<file path="src/source/chipBusPkg.sv">
/* Chip bus bridge shared types
   Request, data word views, register space constants and sequencer states */

`default_nettype none

package chipBusPkg;

    ////////////////////////////////////////////////////////////
    // Register space and size codes
    ////////////////////////////////////////////////////////////

    localparam logic [11:0] REG_SPACE_BASE = 12'hDFF;  // Custom chip registers at 0xDFFxxx

    localparam logic [1:0] SIZ_LONG = 2'b00;  // 68040 SIZ1:SIZ0 encoding
    localparam logic [1:0] SIZ_BYTE = 2'b01;
    localparam logic [1:0] SIZ_WORD = 2'b10;

    ////////////////////////////////////////////////////////////
    // Data words
    ////////////////////////////////////////////////////////////

    // Two chip bus words inside one CPU long
    typedef struct packed {
        logic [15:0] hi;  // D31:16, even word address
        logic [15:0] lo;  // D15:0, odd word address
    } chipWordPair_t;

    // CPU data seen as one long or as two chip words
    typedef union packed {
        logic [31:0]   lng;
        chipWordPair_t words;
    } cpuWord_u;

    // Latched CPU request
    typedef struct packed {
        logic [23:0] addr;   // Byte address
        logic        rnw;    // 1 = read
        logic [1:0]  siz;    // Transfer size
        logic [31:0] wdata;  // Write data as the CPU drives it
    } cpuReq_t;

    ////////////////////////////////////////////////////////////
    // Sequencer
    ////////////////////////////////////////////////////////////

    // 68000 states, named after the bus cycle state they stand for
    typedef enum logic [2:0] {
        ST2_IDLE  = 3'd0,  // Waiting for a request with C1 and C3 low
        ST4_WAIT  = 3'd1,  // Waiting for C1 and C3 high, DMA stall
        ST5_LATCH = 3'd2,  // Early read latch point
        ST6_HOLD  = 3'd3,
        ST7_END   = 3'd4   // Strobes drop here
    } regState_t;

    // Chip bus strobes, active high inside the bridge
    typedef struct packed {
        logic as;
        logic uds;
        logic lds;
        logic regEn;
    } chipStrobe_t;

    // Synchronized colour clocks and DMA request
    typedef struct packed {
        logic c1;
        logic c3;
        logic dbrIdle;  // nDBR seen high on both flops
    } colorPhase_t;

endpackage

`default_nettype wire

</file>
<file path="src/source/colorClockSync.sv">
/* Colour clock and DMA request synchronizers into the CLK40 domain */

`default_nettype none

module colorClockSync import chipBusPkg::*; (
    input  wire         CLK40,
    input  wire         nRESET,
    input  wire         c1,      // Colour clock C1 from Agnus
    input  wire         c3,      // Colour clock C3, quadrature to C1
    input  wire         nDbr,    // DMA bus request, low while Agnus owns the bus
    output colorPhase_t phase
);

    logic [1:0] c1Sync;   // [1] is the stable copy
    logic [1:0] c3Sync;
    logic [1:0] dbrSync;

    // Colour clocks sampled on the falling edge, half a cycle ahead of the sequencer
    always_ff @(negedge CLK40 or negedge nRESET) begin
        if (!nRESET) begin
            c1Sync <= 2'b11;  // High on both keeps the sequencer out of state 2 start
            c3Sync <= 2'b11;
        end else begin
            c1Sync <= {c1Sync[0], c1};
            c3Sync <= {c3Sync[0], c3};
        end
    end

    // DMA request on the rising edge
    always_ff @(posedge CLK40 or negedge nRESET) begin
        if (!nRESET) begin
            dbrSync <= 2'b00;  // Bus taken until proven otherwise
        end else begin
            dbrSync <= {dbrSync[0], nDbr};
        end
    end

    assign phase.c1      = c1Sync[1];
    assign phase.c3      = c3Sync[1];
    assign phase.dbrIdle = &dbrSync;  // Both flops must agree

endmodule

`default_nettype wire

</file>
<file path="src/source/regRequestLatch.sv">
/* CPU request capture for the custom register space
   Holds the request for the whole chip cycle, with room for one early follow-up */

`default_nettype none

module regRequestLatch import chipBusPkg::*; (
    input  wire         CLK40,
    input  wire         nRESET,
    input  wire         ts,       // Transfer start, one cycle
    input  wire  [23:0] addr,
    input  wire         rnw,
    input  wire  [1:0]  siz,
    input  wire  [31:0] wdata,
    input  wire         done,     // Sequencer back in state 2
    output cpuReq_t     req,
    output logic        pending   // Registered register space select
);

    logic    hit;         // ts inside 0xDFFxxx
    cpuReq_t incoming;
    cpuReq_t queuedReq;   // Follow-up taken after an early read ta
    logic    queued;

    assign hit      = ts && (addr[23:12] == REG_SPACE_BASE);
    assign incoming = '{addr: addr, rnw: rnw, siz: siz, wdata: wdata};

    ////////////////////////////////////////////////////////////
    // Control
    ////////////////////////////////////////////////////////////

    // A read ends at ta in state 5 but the chip cycle runs on to state 7,
    // so the next ts can arrive while pending is still set
    always_ff @(posedge CLK40 or negedge nRESET) begin
        if (!nRESET) begin
            pending <= 1'b0;
            queued  <= 1'b0;
        end else if (done) begin
            pending <= queued || hit;  // Chain straight into the next cycle
            queued  <= 1'b0;
        end else if (hit) begin
            if (pending) queued <= 1'b1;
            else         pending <= 1'b1;
        end
    end

    ////////////////////////////////////////////////////////////
    // Payload
    ////////////////////////////////////////////////////////////

    always_ff @(posedge CLK40) begin
        if (done && queued) begin
            req <= queuedReq;
        end else if (hit && (!pending || done)) begin
            req <= incoming;
        end
        if (hit && pending && !done) queuedReq <= incoming;  // Parked until done
    end

endmodule

`default_nettype wire

</file>
<file path="src/source/chipRegCycle.sv">
/* MC68000 style register cycle sequencer on the colour clocks
   Drives AS, UDS, LDS, REGEN, the early read latch and the CPU acknowledge */

`default_nettype none

module chipRegCycle import chipBusPkg::*; (
    input  wire         CLK40,
    input  wire         nRESET,
    input  colorPhase_t phase,      // Synchronized C1, C3, DMA idle
    input  wire         casAgnus,   // Agnus chip RAM CAS, high stalls us
    input  wire         pending,    // Request waiting in the latch
    input  cpuReq_t     req,
    output chipStrobe_t strobes,
    output logic        readLatch,  // Capture read data this cycle
    output logic        ta,         // Transfer acknowledge, one cycle
    output logic        done        // First cycle back in state 2
);

    regState_t state;

    logic asEn;
    logic dsEn;       // Data strobe phase
    logic udsSel;     // Lane picks, fixed at start
    logic ldsSel;
    logic regEn;
    logic readCycle;  // rnw held for the whole cycle

    logic bothLanes;
    logic udsNext;
    logic ldsNext;
    logic startNow;

    ////////////////////////////////////////////////////////////
    // Byte lane selection
    ////////////////////////////////////////////////////////////

    // Reads and word or long writes use the full word
    assign bothLanes = req.rnw || (req.siz == SIZ_WORD) || (req.siz == SIZ_LONG);
    // A byte write picks UDS on even and LDS on odd addresses
    assign udsNext = bothLanes || ((req.siz == SIZ_BYTE) && !req.addr[0]);
    assign ldsNext = bothLanes || ((req.siz == SIZ_BYTE) && req.addr[0]);

    // Cycles only begin with both colour clocks low
    // The done cycle still sees the old pending, so it is skipped
    assign startNow = pending && !done && !phase.c1 && !phase.c3;

    // Early read latch on the state 5 to state 6 edge
    assign readLatch = (state == ST5_LATCH) && !phase.c1 && phase.c3 && readCycle;

    ////////////////////////////////////////////////////////////
    // State machine
    ////////////////////////////////////////////////////////////

    always_ff @(posedge CLK40 or negedge nRESET) begin
        if (!nRESET) begin
            state     <= ST2_IDLE;
            asEn      <= 1'b0;
            dsEn      <= 1'b0;
            udsSel    <= 1'b0;
            ldsSel    <= 1'b0;
            regEn     <= 1'b0;
            readCycle <= 1'b1;
            ta        <= 1'b0;
            done      <= 1'b0;
        end else begin
            ta   <= 1'b0;  // Pulses by default
            done <= 1'b0;

            case (state)
                ST2_IDLE: begin
                    if (startNow) begin
                        asEn      <= 1'b1;
                        regEn     <= 1'b1;
                        udsSel    <= udsNext;
                        ldsSel    <= ldsNext;
                        dsEn      <= req.rnw;  // Reads strobe together with AS
                        readCycle <= req.rnw;
                        state     <= ST4_WAIT;
                    end
                end

                ST4_WAIT: begin
                    // Write data strobes come up with both clocks high
                    if (phase.c1 && phase.c3) begin
                        dsEn <= 1'b1;
                        // Agnus DMA and CAS always win, wait here
                        if (phase.dbrIdle && !casAgnus) begin
                            state <= ST5_LATCH;
                        end
                    end
                end

                ST5_LATCH: begin
                    if (!phase.c1 && phase.c3) begin
                        ta    <= readCycle;  // Early read termination
                        state <= ST6_HOLD;
                    end
                end

                ST6_HOLD: begin
                    if (!phase.c1 && !phase.c3) state <= ST7_END;
                end

                ST7_END: begin
                    if (phase.c1 && !phase.c3) begin
                        asEn  <= 1'b0;
                        dsEn  <= 1'b0;
                        regEn <= 1'b0;
                        done  <= 1'b1;
                        ta    <= !readCycle;  // Writes finish only now
                        state <= ST2_IDLE;
                    end
                end

                default: state <= ST2_IDLE;
            endcase
        end
    end

    ////////////////////////////////////////////////////////////
    // Strobe outputs
    ////////////////////////////////////////////////////////////

    assign strobes.as    = asEn;
    assign strobes.uds   = udsSel && dsEn;
    assign strobes.lds   = ldsSel && dsEn;
    assign strobes.regEn = regEn;

endmodule

`default_nettype wire

</file>
<file path="src/source/chipDataPath.sv">
/* Data steering between the 32 bit CPU bus and the 16 bit chip bus
   Write word select, early read capture and register word address */

`default_nettype none

module chipDataPath import chipBusPkg::*; (
    input  wire         CLK40,
    input  wire         nRESET,
    input  cpuReq_t     req,
    input  wire         regEn,          // Register cycle in progress
    input  wire         readLatch,      // Capture chipDataIn now
    input  wire  [15:0] chipDataIn,
    output logic [15:0] chipDataOut,
    output logic        chipDataOutEn,
    output logic [7:0]  regAddr,        // Register word address
    output logic [31:0] rdata
);

    cpuWord_u writeWord;  // CPU write data, split view
    cpuWord_u readWord;   // Chip word copied to both halves

    ////////////////////////////////////////////////////////////
    // Write path
    ////////////////////////////////////////////////////////////

    assign writeWord.lng = req.wdata;

    // A1 low puts the register on D31:16, A1 high on D15:0
    // Byte writes land on the right chip byte through UDS and LDS
    always_comb begin
        if (req.addr[1]) begin
            chipDataOut = writeWord.words.lo;
        end else begin
            chipDataOut = writeWord.words.hi;
        end
    end

    assign chipDataOutEn = regEn && !req.rnw;  // Drive only during write cycles

    ////////////////////////////////////////////////////////////
    // Read path
    ////////////////////////////////////////////////////////////

    // Register words can be read on either half of the 68040 bus
    always_ff @(posedge CLK40 or negedge nRESET) begin
        if (!nRESET) begin
            readWord.lng <= 32'h0;
        end else if (readLatch) begin
            readWord.words.hi <= chipDataIn;
            readWord.words.lo <= chipDataIn;
        end
    end

    assign rdata = readWord.lng;  // Holds until the next read

    ////////////////////////////////////////////////////////////
    // Address
    ////////////////////////////////////////////////////////////

    assign regAddr = req.addr[8:1];  // RGA word index inside 0xDFF000

endmodule

`default_nettype wire

</file>
<file path="src/source/chipBusBridge.sv">
/* CPU to custom chip register bridge, top level
   Joins synchronizers, request latch, 68000 sequencer and datapath */

`default_nettype none

module chipBusBridge import chipBusPkg::*; (
    input  wire         CLK40,
    input  wire         nRESET,
    // Agnus side timing
    input  wire         c1,
    input  wire         c3,
    input  wire         nDbr,
    input  wire         casAgnus,
    // CPU side
    input  wire         ts,
    input  wire  [23:0] addr,
    input  wire         rnw,
    input  wire  [1:0]  siz,
    input  wire  [31:0] wdata,
    output logic        ta,
    output logic [31:0] rdata,
    // Chip bus
    output logic        nAs,
    output logic        nUds,
    output logic        nLds,
    output logic        nRegEn,
    input  wire  [15:0] chipDataIn,
    output logic [15:0] chipDataOut,
    output logic        chipDataOutEn,
    output logic [7:0]  regAddr
);

    colorPhase_t phase;
    cpuReq_t     req;
    chipStrobe_t strobes;
    logic        pending;
    logic        readLatch;
    logic        done;

    colorClockSync sync0 (
        .CLK40  (CLK40),
        .nRESET (nRESET),
        .c1     (c1),
        .c3     (c3),
        .nDbr   (nDbr),
        .phase  (phase)
    );

    regRequestLatch latch0 (
        .CLK40   (CLK40),
        .nRESET  (nRESET),
        .ts      (ts),
        .addr    (addr),
        .rnw     (rnw),
        .siz     (siz),
        .wdata   (wdata),
        .done    (done),
        .req     (req),
        .pending (pending)
    );

    chipRegCycle cycle0 (
        .CLK40     (CLK40),
        .nRESET    (nRESET),
        .phase     (phase),
        .casAgnus  (casAgnus),
        .pending   (pending),
        .req       (req),
        .strobes   (strobes),
        .readLatch (readLatch),
        .ta        (ta),
        .done      (done)
    );

    chipDataPath data0 (
        .CLK40         (CLK40),
        .nRESET        (nRESET),
        .req           (req),
        .regEn         (strobes.regEn),
        .readLatch     (readLatch),
        .chipDataIn    (chipDataIn),
        .chipDataOut   (chipDataOut),
        .chipDataOutEn (chipDataOutEn),
        .regAddr       (regAddr),
        .rdata         (rdata)
    );

    // Active low pins
    assign nAs    = !strobes.as;
    assign nUds   = !strobes.uds;
    assign nLds   = !strobes.lds;
    assign nRegEn = !strobes.regEn;

endmodule

`default_nettype wire

</file>
<file path="config.mk">
export PLATFORM = sky130hd
export DESIGN_NAME = chipBusBridge
export DESIGN_NICKNAME = d
export VERILOG_FILES = /design/src/source/chipBusPkg.sv /design/src/source/colorClockSync.sv /design/src/source/regRequestLatch.sv /design/src/source/chipRegCycle.sv /design/src/source/chipDataPath.sv /design/src/source/chipBusBridge.sv
export SDC_FILE = /design/constraint.sdc
export NUM_CORES = 1
export LEC_CHECK = 0
export BUFFER_PORTS_ARGS = -buffer_cell sky130_fd_sc_hd__buf_2
export CAP_MARGIN = 10
export CELL_PAD_IN_SITES_DETAIL_PLACEMENT = 1
export CELL_PAD_IN_SITES_GLOBAL_PLACEMENT = 1
export CORE_ASPECT_RATIO = 1.4
export CORE_MARGIN = 2
export CORE_UTILIZATION = 39
export DETAILED_ROUTE_END_ITERATION = 10
export GPL_ROUTABILITY_DRIVEN = 0
export HOLD_SLACK_MARGIN = 0.06
export PLACE_DENSITY = 0.82
export SETUP_SLACK_MARGIN = 0.05
export SLEW_MARGIN = 25
export SYNTH_ARGS = -nofsm -noshare
export SYNTH_HDL_FRONTEND = slang
export SYNTH_SLANG_ARGS = --single-unit
</file>
<file path="constraint.sdc">
create_clock -name CLK40 -period 8.9 [get_ports CLK40]
set_input_delay 0.89 -clock CLK40 [delete_from_list [all_inputs] [get_ports CLK40]]
set_output_delay 0.89 -clock CLK40 [all_outputs]
set_load 0.005 [all_outputs]
</file>
# == After elaboration in Yosys (flattened, before gate mapping) ==
# Cells that the tools add are included.
# classes
n_reduce_logical,51
muxes,26
n_eq_ne,13
# op_table
op,n
44-bit two-way mux,2
1-bit logical AND,21
3-bit two-way mux,6
16-bit two-way mux,1
3-bit case mux with 5 select lines,1
1-bit two-way mux,13
"12-bit equality test, second input constant",1
1-bit zero test,11
"2-bit by 1-bit != test with 1-bit output, second input constant",5
2-bit nonzero test,4
"3-bit by 2-bit equality test with 1-bit output, second input constant",2
1-bit logical OR,6
2-bit AND reduction,3
6-bit AND reduction,1
1-bit case mux with 2 select lines,2
4-bit AND reduction,1
"3-bit by 1-bit equality test with 1-bit output, second input constant",1
"3-bit equality test, second input constant",1
3-bit zero test,1
1-bit case mux with 3 select lines,1
3-bit AND reduction,1
3-bit nonzero test,1
"2-bit by 1-bit equality test with 1-bit output, second input constant",1
"2-bit equality test, second input constant",1
other kinds (2),2
# word_totals
input_bits,82
ff_bits,138
elab_cells,112
output_inout_bits,62

# == Logic depth before layout (Yosys ltp) ==
# Gate-level depths: netlist (run 1).
# depth
depth_word,6
mapped_depth,5
depth_no_buf,4

# == Hierarchy ==
# From an unflattened synthesis (run 1), not the netlist that was laid out.
# hier_totals
hier_cells,347
area_unflattened_um2,6224.7
# modules_own_cells
mod,area_each_um2,n_inst,cells_per_inst,seq_area_each_um2
regRequestLatch,4362.9,1,197,3593.4
chipDataPath,1084.8,1,77,400.4
chipRegCycle,581.8,1,59,251.5
colorClockSync,180.2,1,10,155.1
chipBusBridge,15.0,1,4,0.0

==> results of run 1 <==
## registers in the layout, summed over array words and instances, names as in the netlist, 2 cells and up
name / count
data0.rdata: 16
latch0.queuedReq: 44
sync0.c3Sync: 2
sync0.c1Sync: 2
cycle0.state: 3
sync0.dbrSync: 2
latch0.req: 44
## logic make-up (layout without fill, tap and decap cells)
group	count (synthesis)	in the layout	share of synthesized area, %
other	0	2	0
muxes	78	78	18.08
buffers and inverters	39	182	5.311
DFF	122	122	69.10
and+or+nand+nor	42	42	5.139
AOI/OAI and AO/OA	16	16	2.372
## per-layer routing
layer / wire (um) / part of all wire, % / vias up
li1: - / - / 1355
met1: 4046 / 40 / 1428
met2: 5292 / 52 / 115
met3: 658 / 6.5 / 14
met4: 187 / 1.8 / 0
met5: 0 / 0 / -
## cell type report
class	instances	area (um2)
Clock inverter	14	90.09
Fill cell	1280	6462
Antenna cell	2	5.005
Timing Repair Buffer	142	715.7
Clock buffer	22	454.2
Multi-Input combinational cell	136	1319
Sequential cell	122	3500
Inverter	4	15.01
Tap cell	153	191.4
## per-stage QoR
step	cells	instance area, um2
floorplan	297	5065
global placement	558	5739
detailed placement	558	5744
CTS	593	6285
global route	593	6285
finish	595	6290
## power breakdown
group / internal [mW] / switching, mW / total (mW)
clock network: 0.388 / 0.234 / 0.622
logic: 0.147 / 0.105 / 0.252
registers: 0.668 / 0.0514 / 0.719
## worst min-delay path by stage
stage                                         start                   endpoint  slack, ns  depth (start not counted)
after floorplan           sync0.c1Sync[0]$_DFF_NN1_  sync0.c1Sync[1]$_DFF_NN1_       0.35                          0
after global placement    sync0.c3Sync[0]$_DFF_NN1_  sync0.c3Sync[1]$_DFF_NN1_       0.35                          0
after detailed placement  sync0.c1Sync[0]$_DFF_NN1_  sync0.c1Sync[1]$_DFF_NN1_       0.35                          0
after CTS                 sync0.c3Sync[0]$_DFF_NN1_  sync0.c3Sync[1]$_DFF_NN1_       0.34                          0
after global routing      sync0.c3Sync[0]$_DFF_NN1_  sync0.c3Sync[1]$_DFF_NN1_       0.33                          0
final                     sync0.c3Sync[0]$_DFF_NN1_  sync0.c3Sync[1]$_DFF_NN1_       0.34                          0
## Yosys cell counts, types with 4 or more instances
master     n
a21oi_1    6
buf_2      5
buf_4     25
dfrtp_1   29
dfstp_2    5
edfxtp_1  88
inv_1      5
mux2_2    67
mux2_4    10
nand2_1   10
nand3_1    4
nor2_1     7
==> metrics.md, run 1 <==
| Metric | Value |
|---|---|
| Status | complete, no violations |
| Finished Core Util | 49.32% |
| HPWL Detailed | 6866 um |
| Area growth, synth to finish | 24.18% |
| Syn Nets | 379 |
| Drt total wl | 10180 um |
| CP Capture Type | flop |
| Die width | 100.3 um |
| Peak fanout along the critical path | 16 |
| FF+latch count, synth | 122 |
| Nets | 509 |
| Most common cell after layout, fill and taps aside | buf_2 |
| Layout cells sized above 1 | 59.32% |
| Critical-path cell list | nor2b_4 -> nand4_4 -> mux2_4 |
| Max_cap viols | 0 |
| WP depth | 3 |
| Clk slew on worst S/H paths | 0.05 ns |
| Reg2reg start | sync0.c3Sync[1]$_DFF_NN1_ |
| Depth of the worst register-to-register path | 3 |
| Area contributors post-synth | edfxtp_1, mux2_2, dfrtp_1, buf_4, mux2_4 |
| Total CTS buffers | 17 |
| Clock Sinks | 122 |
| Drt wl/cell | 17.12 um |
| Met3 usage | 4.940% |
| P_leak | 2.585 nW |
| Clock Path Buffers | 2 |
| Slew @ Worst Pin | 0.8005 ns |
| Sequential area share after synthesis | 69.10% |
| Crit path arrival time | 6.44 ns |
| Initial antenna violation count | 0 |
| Setup violators final | 0 |
| Vias in the first global route | 3169 |
| Clk_skew | 0.04524 ns |
| Initial DRC count | 90 |
| Die area | 13930 um2 |
| Worst Slack Setup Final | 2.736 ns |
| Tot Pwr | 1.592 mW |
| Grt peak-use layer | met2 |
| Height of the die | 138.8 um |
| Crit path max-delay family | flip-flops |
| Overflow after GRT | 0 |
| Setup slack, reg-to-reg | 2.74 ns |
| CP endpoint | data0.rdata[27]$_DFFE_PN0P_ |
| DR vias/cell | 4.894 |
| Clock Latency Late Sink | 0.44 ns |
| Met1 Resource Use GR | 16.83% |
| DR vias | 2912 |
| I/O pins | 144 |
| Final Hold Fails | 0 |
| GRT Overall Usage | 15.20% |
| Root Driver | clkbuf_16 |
| Routing usage on met2 | 26.28% |
| Number of H-tree levels | 4 |
| Reg2reg end | data0.rdata[27]$_DFFE_PN0P_ |
| Buffers added on ports | 140 |
| CTS tree | done |
| Crit-path slowest cell | dfstp_2 |
| Pre-CTS setup slack | 2.777 ns |
| Antenna-violating nets left | 0 |
| Initial Utilization | 39.72% |
| Leading area contributor after synthesis | edfxtp_1 |
| WS Path Type | reg -> reg |
| Min Hold Slack | 0.3401 ns |
| Mapped Cells | 297 |
| Startpoint types | flop |
| Synth Flop Type | edfxtp_1 |
| # hold bufs at CTS | 0 |
| Post-synth top area share | 52.17% |
| CP startpoint | sync0.c3Sync[1]$_DFF_NN1_ |
| Crit path required time | 9.18 ns |
| Most frequent cells in the layout | buf_2, edfxtp_1, mux2_2, dfrtp_1, clkbuf_16 |
| Buf/Inv on CP | 0 |
| Row count | 49 |
| Mean post-synth cell area | 17.05 um2 |
| RSZ-0062 raised after global routing | no |
| Cts repair resizes | 0 |
| Post-Route Setup TNS | 0 ns |
| Count of cell types in the netlist | 37 |
| Core Area | 12750 um2 |
| Slew headroom | 46.64% |
| Asr flop ratio synth | 27.87% |
| Post-CTS Setup Inserts | 0 |
| Post-Syn Area | 5065 um2 |
| Largest net degree at the start of global routing | 45 |
| Synthesis Warnings | 0 |
| Crit-path max cell delay | 0.58 ns |
| Global-route wire length before repair | 16040 um |
| EDFF count, synth | 88 |
| DRT Pass-1 Iters | 4 |
| Total power density per cell area | 253.2 nW/um2 |
| Maximum VDD drop | 0.1289 mV |
| Remaining DRCs | 0 |
| Hold/Removal Path Class | reg -> reg |
| Max Slew Vio Count | 0 |
No activity file was read; power rests on OpenSTA's default activity.
==> inputs of run 2 (changes only) <==
--- a/config.mk
+++ b/config.mk
@@ -11,11 +11,11 @@
 export CELL_PAD_IN_SITES_GLOBAL_PLACEMENT = 1
 export CORE_ASPECT_RATIO = 1.4
 export CORE_MARGIN = 2
-export CORE_UTILIZATION = 39
+export CORE_UTILIZATION = 38
 export DETAILED_ROUTE_END_ITERATION = 10
 export GPL_ROUTABILITY_DRIVEN = 0
 export HOLD_SLACK_MARGIN = 0.06
-export PLACE_DENSITY = 0.82
+export PLACE_DENSITY = 0.83
 export SETUP_SLACK_MARGIN = 0.05
 export SLEW_MARGIN = 25
 export SYNTH_ARGS = -nofsm -noshare
==> constraint.sdc (replaced) <==
create_clock -name CLK40 -period 5.4 [get_ports CLK40]
set_input_delay 0.54 -clock CLK40 [delete_from_list [all_inputs] [get_ports CLK40]]
set_output_delay 0.54 -clock CLK40 [all_outputs]
set_load 0.005 [all_outputs]
==> metrics.md, run 2 (synthesized netlist as in run 1, its figures left out) <==
| Metric | Value |
|---|---|
| Status | complete, no violations |
| Antenna-violating nets left | 0 |
| Clk_skew | 0.04008 ns |
| Height of the die | 140.6 um |
| Slew headroom | 46.91% |
| DR vias/cell | 4.695 |
| Drt wl/cell | 16.71 um |
| Clk slew on worst S/H paths | 0.06 ns |
| Die width | 101.6 um |
| CP startpoint | sync0.c3Sync[1]$_DFF_NN1_ |
| Maximum VDD drop | 0.2251 mV |
| Row count | 49 |
| Post-Route Setup TNS | 0 ns |
| Cts repair resizes | 0 |
| RSZ-0062 raised after global routing | no |
| WS Path Type | reg -> reg |
| Clock Sinks | 122 |
| CTS tree | done |
| Finished Core Util | 49.03% |
| Nets | 509 |
| Number of H-tree levels | 4 |
| # hold bufs at CTS | 0 |
| Slew @ Worst Pin | 0.7964 ns |
| Worst Slack Setup Final | 0.9939 ns |
| Drt total wl | 10360 um |
| GRT Overall Usage | 15.51% |
| Setup violators final | 0 |
| Setup slack, reg-to-reg | 0.99 ns |
| Hold/Removal Path Class | in -> async |
| Reg2reg start | sync0.c3Sync[1]$_DFF_NN1_ |
| HPWL Detailed | 7099 um |
| Pre-CTS setup slack | 1.041 ns |
| Startpoint types | flop |
| Total power density per cell area | 419.0 nW/um2 |
| Vias in the first global route | 3262 |
| Most frequent cells in the layout | buf_2, edfxtp_1, mux2_2, dfrtp_1, clkbuf_16 |
| Register area | 3500 um2 |
| Peak fanout along the critical path | 16 |
| Remaining DRCs | 0 |
| Buffers added on ports | 140 |
| Depth of the worst register-to-register path | 3 |
| Initial Utilization | 39.15% |
| Core Area | 12940 um2 |
| Global-route wire length before repair | 16770 um |
| Overflow after GRT | 0 |
| Layout cells sized above 1 | 60.00% |
| Initial DRC count | 67 |
| CP Capture Type | flop |
| Clock Latency Late Sink | 0.45 ns |
| Max Slew Vio Count | 0 |
| Clock Path Buffers | 2 |
| Final Hold Fails | 0 |
| Total CTS buffers | 17 |
| Largest net degree at the start of global routing | 45 |
| Tot Pwr | 2.657 mW |
| Crit path arrival time | 4.70 ns |
| DR vias | 2911 |
| Min Hold Slack | 0.1941 ns |
| DRT Pass-1 Iters | 4 |
| P_leak | 2.581 nW |
| Multi-input gate area | 1319 um2 |
| I/O pins | 144 |
| Max_cap viols | 0 |
| # fillers | 1299 |
| Root Driver | clkbuf_16 |
| Crit path required time | 5.69 ns |
| Die area | 14280 um2 |
| Area growth, synth to finish | 25.22% |
| Post-CTS Setup Inserts | 0 |
| Initial antenna violation count | 2 |
| Most common cell after layout, fill and taps aside | buf_2 |
| Reg2reg end | data0.rdata[27]$_DFFE_PN0P_ |
run 2: cell count changes in the layout (fill, tap and decap cells not counted), sizes merged:
cell	before	now
inv	8	10
clkinvlp	1	4
clkbuf	22	17
run 2: through the flow:
step / area, um2 / std cells
2_1_floorplan: 5065 / 297
3_3_place_gp: 5771 / 583
3_5_place_dp: 5771 / 583
4_1_cts: 6332 / 618
5_1_grt: 6337 / 618
6_report: 6342 / 620
run 2: worst max path at each step:
stage	endpoint	slack, ns	depth (start not counted)
2_1_floorplan	cycle0.state[0]$_DFFE_PN0P_	1.18	5
3_3_place_gp	data0.rdata[27]$_DFFE_PN0P_	1.09	3
3_5_place_dp	data0.rdata[27]$_DFFE_PN0P_	1.04	3
4_1_cts	data0.rdata[22]$_DFFE_PN0P_	0.99	3
5_1_grt	data0.rdata[22]$_DFFE_PN0P_	0.91	3
6_report	data0.rdata[27]$_DFFE_PN0P_	0.99	3
run 2: layout make-up:
cell class,instances,share of cell area [%]
repair buffers,142,11.28
diodes,2,0.07891
clock buffers,17,6.707
clock inverters,19,2.210
well taps,178,3.512
inverters,4,0.2367
multi-input cells,136,20.79
flip-flops and latches,122,55.18
run 2: report_power, final:
part           internal (mW)  total [mW]  switching, mW
logic                  0.242       0.414          0.172
clock network          0.633        1.06          0.427
registers               1.10        1.18         0.0834
total                   1.97        2.66          0.683
run 2: metal layers:
| layer | global-route usage [%] | vias to the layer above | wire [um] |
|---|---|---|---|
| li1 | - | 1354 | - |
| met1 | 16.75 | 1419 | 3933 |
| met2 | 26.90 | 122 | 5454 |
| met3 | 5.751 | 16 | 795 |
| met4 | 6.401 | 0 | 180 |
| met5 | 0 | - | 0 |
run 2: critical path, cell delays in order, from the launching register on:
cell	delay [ns]
dfstp_2	0.60
nor2b_4	0.21
nand4_4	0.33
mux2_4	0.41
==> inputs of run 3 (changes only) <==
==> constraint.sdc (replaced) <==
create_clock -name CLK40 -period 3.6 [get_ports CLK40]
set_input_delay 0.36 -clock CLK40 [delete_from_list [all_inputs] [get_ports CLK40]]
set_output_delay 0.36 -clock CLK40 [all_outputs]
set_load 0.005 [all_outputs]
==> metrics.md, run 3 (synthesized netlist as in run 1, its figures left out) <==
| Metric | Value |
|---|---|
| Post-Route Setup TNS | 0 ns |
| Row count | 49 |
| Final Hold Fails | 0 |
| Critical-path cell list | nor2b_4 -> nand4_4 -> mux2_4 |
| Diode count | 0 |
| Global-route wire length before repair | 16570 um |
| Height of the die | 140.6 um |
| Flop pwr share | 42.7% |
| Crit path required time | 3.89 ns |
| Core Area | 12940 um2 |
| Comb power frac | 14.9% |
| CP Capture Type | flop |
| I/O pins | 144 |
| Crit path arrival time | 3.75 ns |
| Die area | 14280 um2 |
| Min Hold Slack | 0.1286 ns |
| Largest net degree at the start of global routing | 45 |
| DR vias | 2936 |
| Buf/Inv on CP | 0 |
| Setup violators final | 0 |
| Status | complete, no violations |
| Slew @ Worst Pin | 0.8320 ns |
| Clk slew on worst S/H paths | 0.05 ns |
| Drt wl/cell | 16.72 um |
| Layout cells sized above 1 | 59.37% |
| Slew headroom | 44.54% |
| Area growth, synth to finish | 27.25% |
| Peak fanout along the critical path | 16 |
| Initial Utilization | 39.15% |
| Clk_skew | 0.02940 ns |
| Crit path max-delay family | flip-flops |
| Clock Sinks | 122 |
| Total CTS buffers | 17 |
| Hold/Removal Path Class | in -> reg |
| Clock Path Buffers | 2 |
| Buffers added on ports | 140 |
| Startpoint types | flop |
| Crit-path max cell delay | 0.58 ns |
| Maximum VDD drop | 0.4471 mV |
| Initial DRC count | 70 |
| DR vias/cell | 4.728 |
| Most frequent cells in the layout | buf_2, edfxtp_1, mux2_2, dfrtp_1, clkbuf_16 |
| Root Driver | clkbuf_16 |
| Cts repair resizes | 0 |
| Finished Core Util | 49.82% |
| Overflow after GRT | 0 |
| Initial antenna violation count | 0 |
| Antenna-violating nets left | 0 |
| Remaining DRCs | 0 |
| Tot Pwr | 4.161 mW |
| Clk pwr share | 42.4% |
| Drt total wl | 10380 um |
| Placed instance area | 5808 um2 |
| CTS tree | done |
| Internal power | 3.166 mW |
| Number of H-tree levels | 4 |
| Max_cap viols | 0 |
| WS Path Type | reg -> reg |
| HPWL Detailed | 7388 um |
| Post-CTS Setup Inserts | 0 |
| Vias in the first global route | 3282 |
| GRT Overall Usage | 15.62% |
| Sw Ratio | 23.91% |
| Max Slew Vio Count | 0 |
| Crit-path slowest cell | dfstp_2 |
| Most common cell after layout, fill and taps aside | buf_2 |
| RSZ-0062 raised after global routing | no |
| Final instance area | 6445 um2 |
| Nets | 512 |
| Total power density per cell area | 645.6 nW/um2 |
| Clock Latency Late Sink | 0.44 ns |
| Sw power | 0.9947 mW |
| Die width | 101.6 um |
| P_leak | 2.628 nW |
| DRT Pass-1 Iters | 4 |
[run 3: cell types whose count changed in the layout (fill, tap and decap cells not counted), moves of 2 or more]
| cell | before | now |
|---|---|---|
| bufinv_16 | 1 | 4 |
| clkinv_4 | 3 | 0 |
| buf_12 | 0 | 2 |
| diode_2 | 2 | 0 |
| dlygate4sd3_1 | 0 | 2 |
[run 3: metrics by stage]
step           cells  setup WS, ns
3_5_place_dp     584        0.1496
4_1_cts          621        0.1246
6_report         621        0.1372
3_3_place_gp     584        0.1873
5_1_grt          621       0.05268
2_1_floorplan    297        0.2042
[run 3: timing repair]
action | 4_1_cts | 5_1_grt
hold buffers | 2 | 0
setup endpoints to repair | 0 | 2
hold endpoints to repair | 7 | 0
[run 3: path summary, 6_finish.rpt]
check	slack (ns)	start	to	cells past startpoint
worst max-delay path	0.14	sync0.c3Sync[1]$_DFF_NN1_	data0.rdata[29]$_DFFE_PN0P_	3
worst max register to register	0.14	sync0.c3Sync[1]$_DFF_NN1_	data0.rdata[29]$_DFFE_PN0P_	3
worst min-delay path	0.13	addr[2]	latch0.queuedReq[37]$_DFFE_PP_	1
min in group asynchronous	0.36	nRESET	sync0.dbrSync[1]$_DFF_PN0_	2
worst min register to register	0.35	sync0.c3Sync[0]$_DFF_NN1_	sync0.c3Sync[1]$_DFF_NN1_	0
max in group asynchronous	1.20	nRESET	sync0.c1Sync[1]$_DFF_NN1_	2
[run 3: final cells by class]
class / count / area [um2]
Tap cell: 178 / 222.7
Sequential cell: 122 / 3500
Clock buffer: 18 / 429.2
Clock inverter: 18 / 191.4
Multi-Input combinational cell: 136 / 1319
Inverter: 4 / 15.01
Timing Repair Buffer: 145 / 768.2
Fill cell: 1303 / 6491
[run 3: layer usage]
layer | global-route usage (%) | part of all wire [%] | wire, um | up-vias
li1 | - | - | - | 1350
met1 | 16.51 | 38 | 3921 | 1441
met5 | 0 | 0 | 0 | -
met4 | 8.037 | 2.3 | 240 | 0
met2 | 26.73 | 52 | 5371 | 123
met3 | 5.751 | 8.2 | 850 | 22
[run 3: power by group through the flow]
stage	Combinational [mW]	Sequential, mW	Clock [mW]
floorplan	0.462	1.78	0.00864
global placement	0.598	1.79	0.00864
detailed placement	0.627	1.80	0.00864
CTS	0.632	1.78	1.81
global route	0.696	1.80	1.86
finish	0.620	1.78	1.76
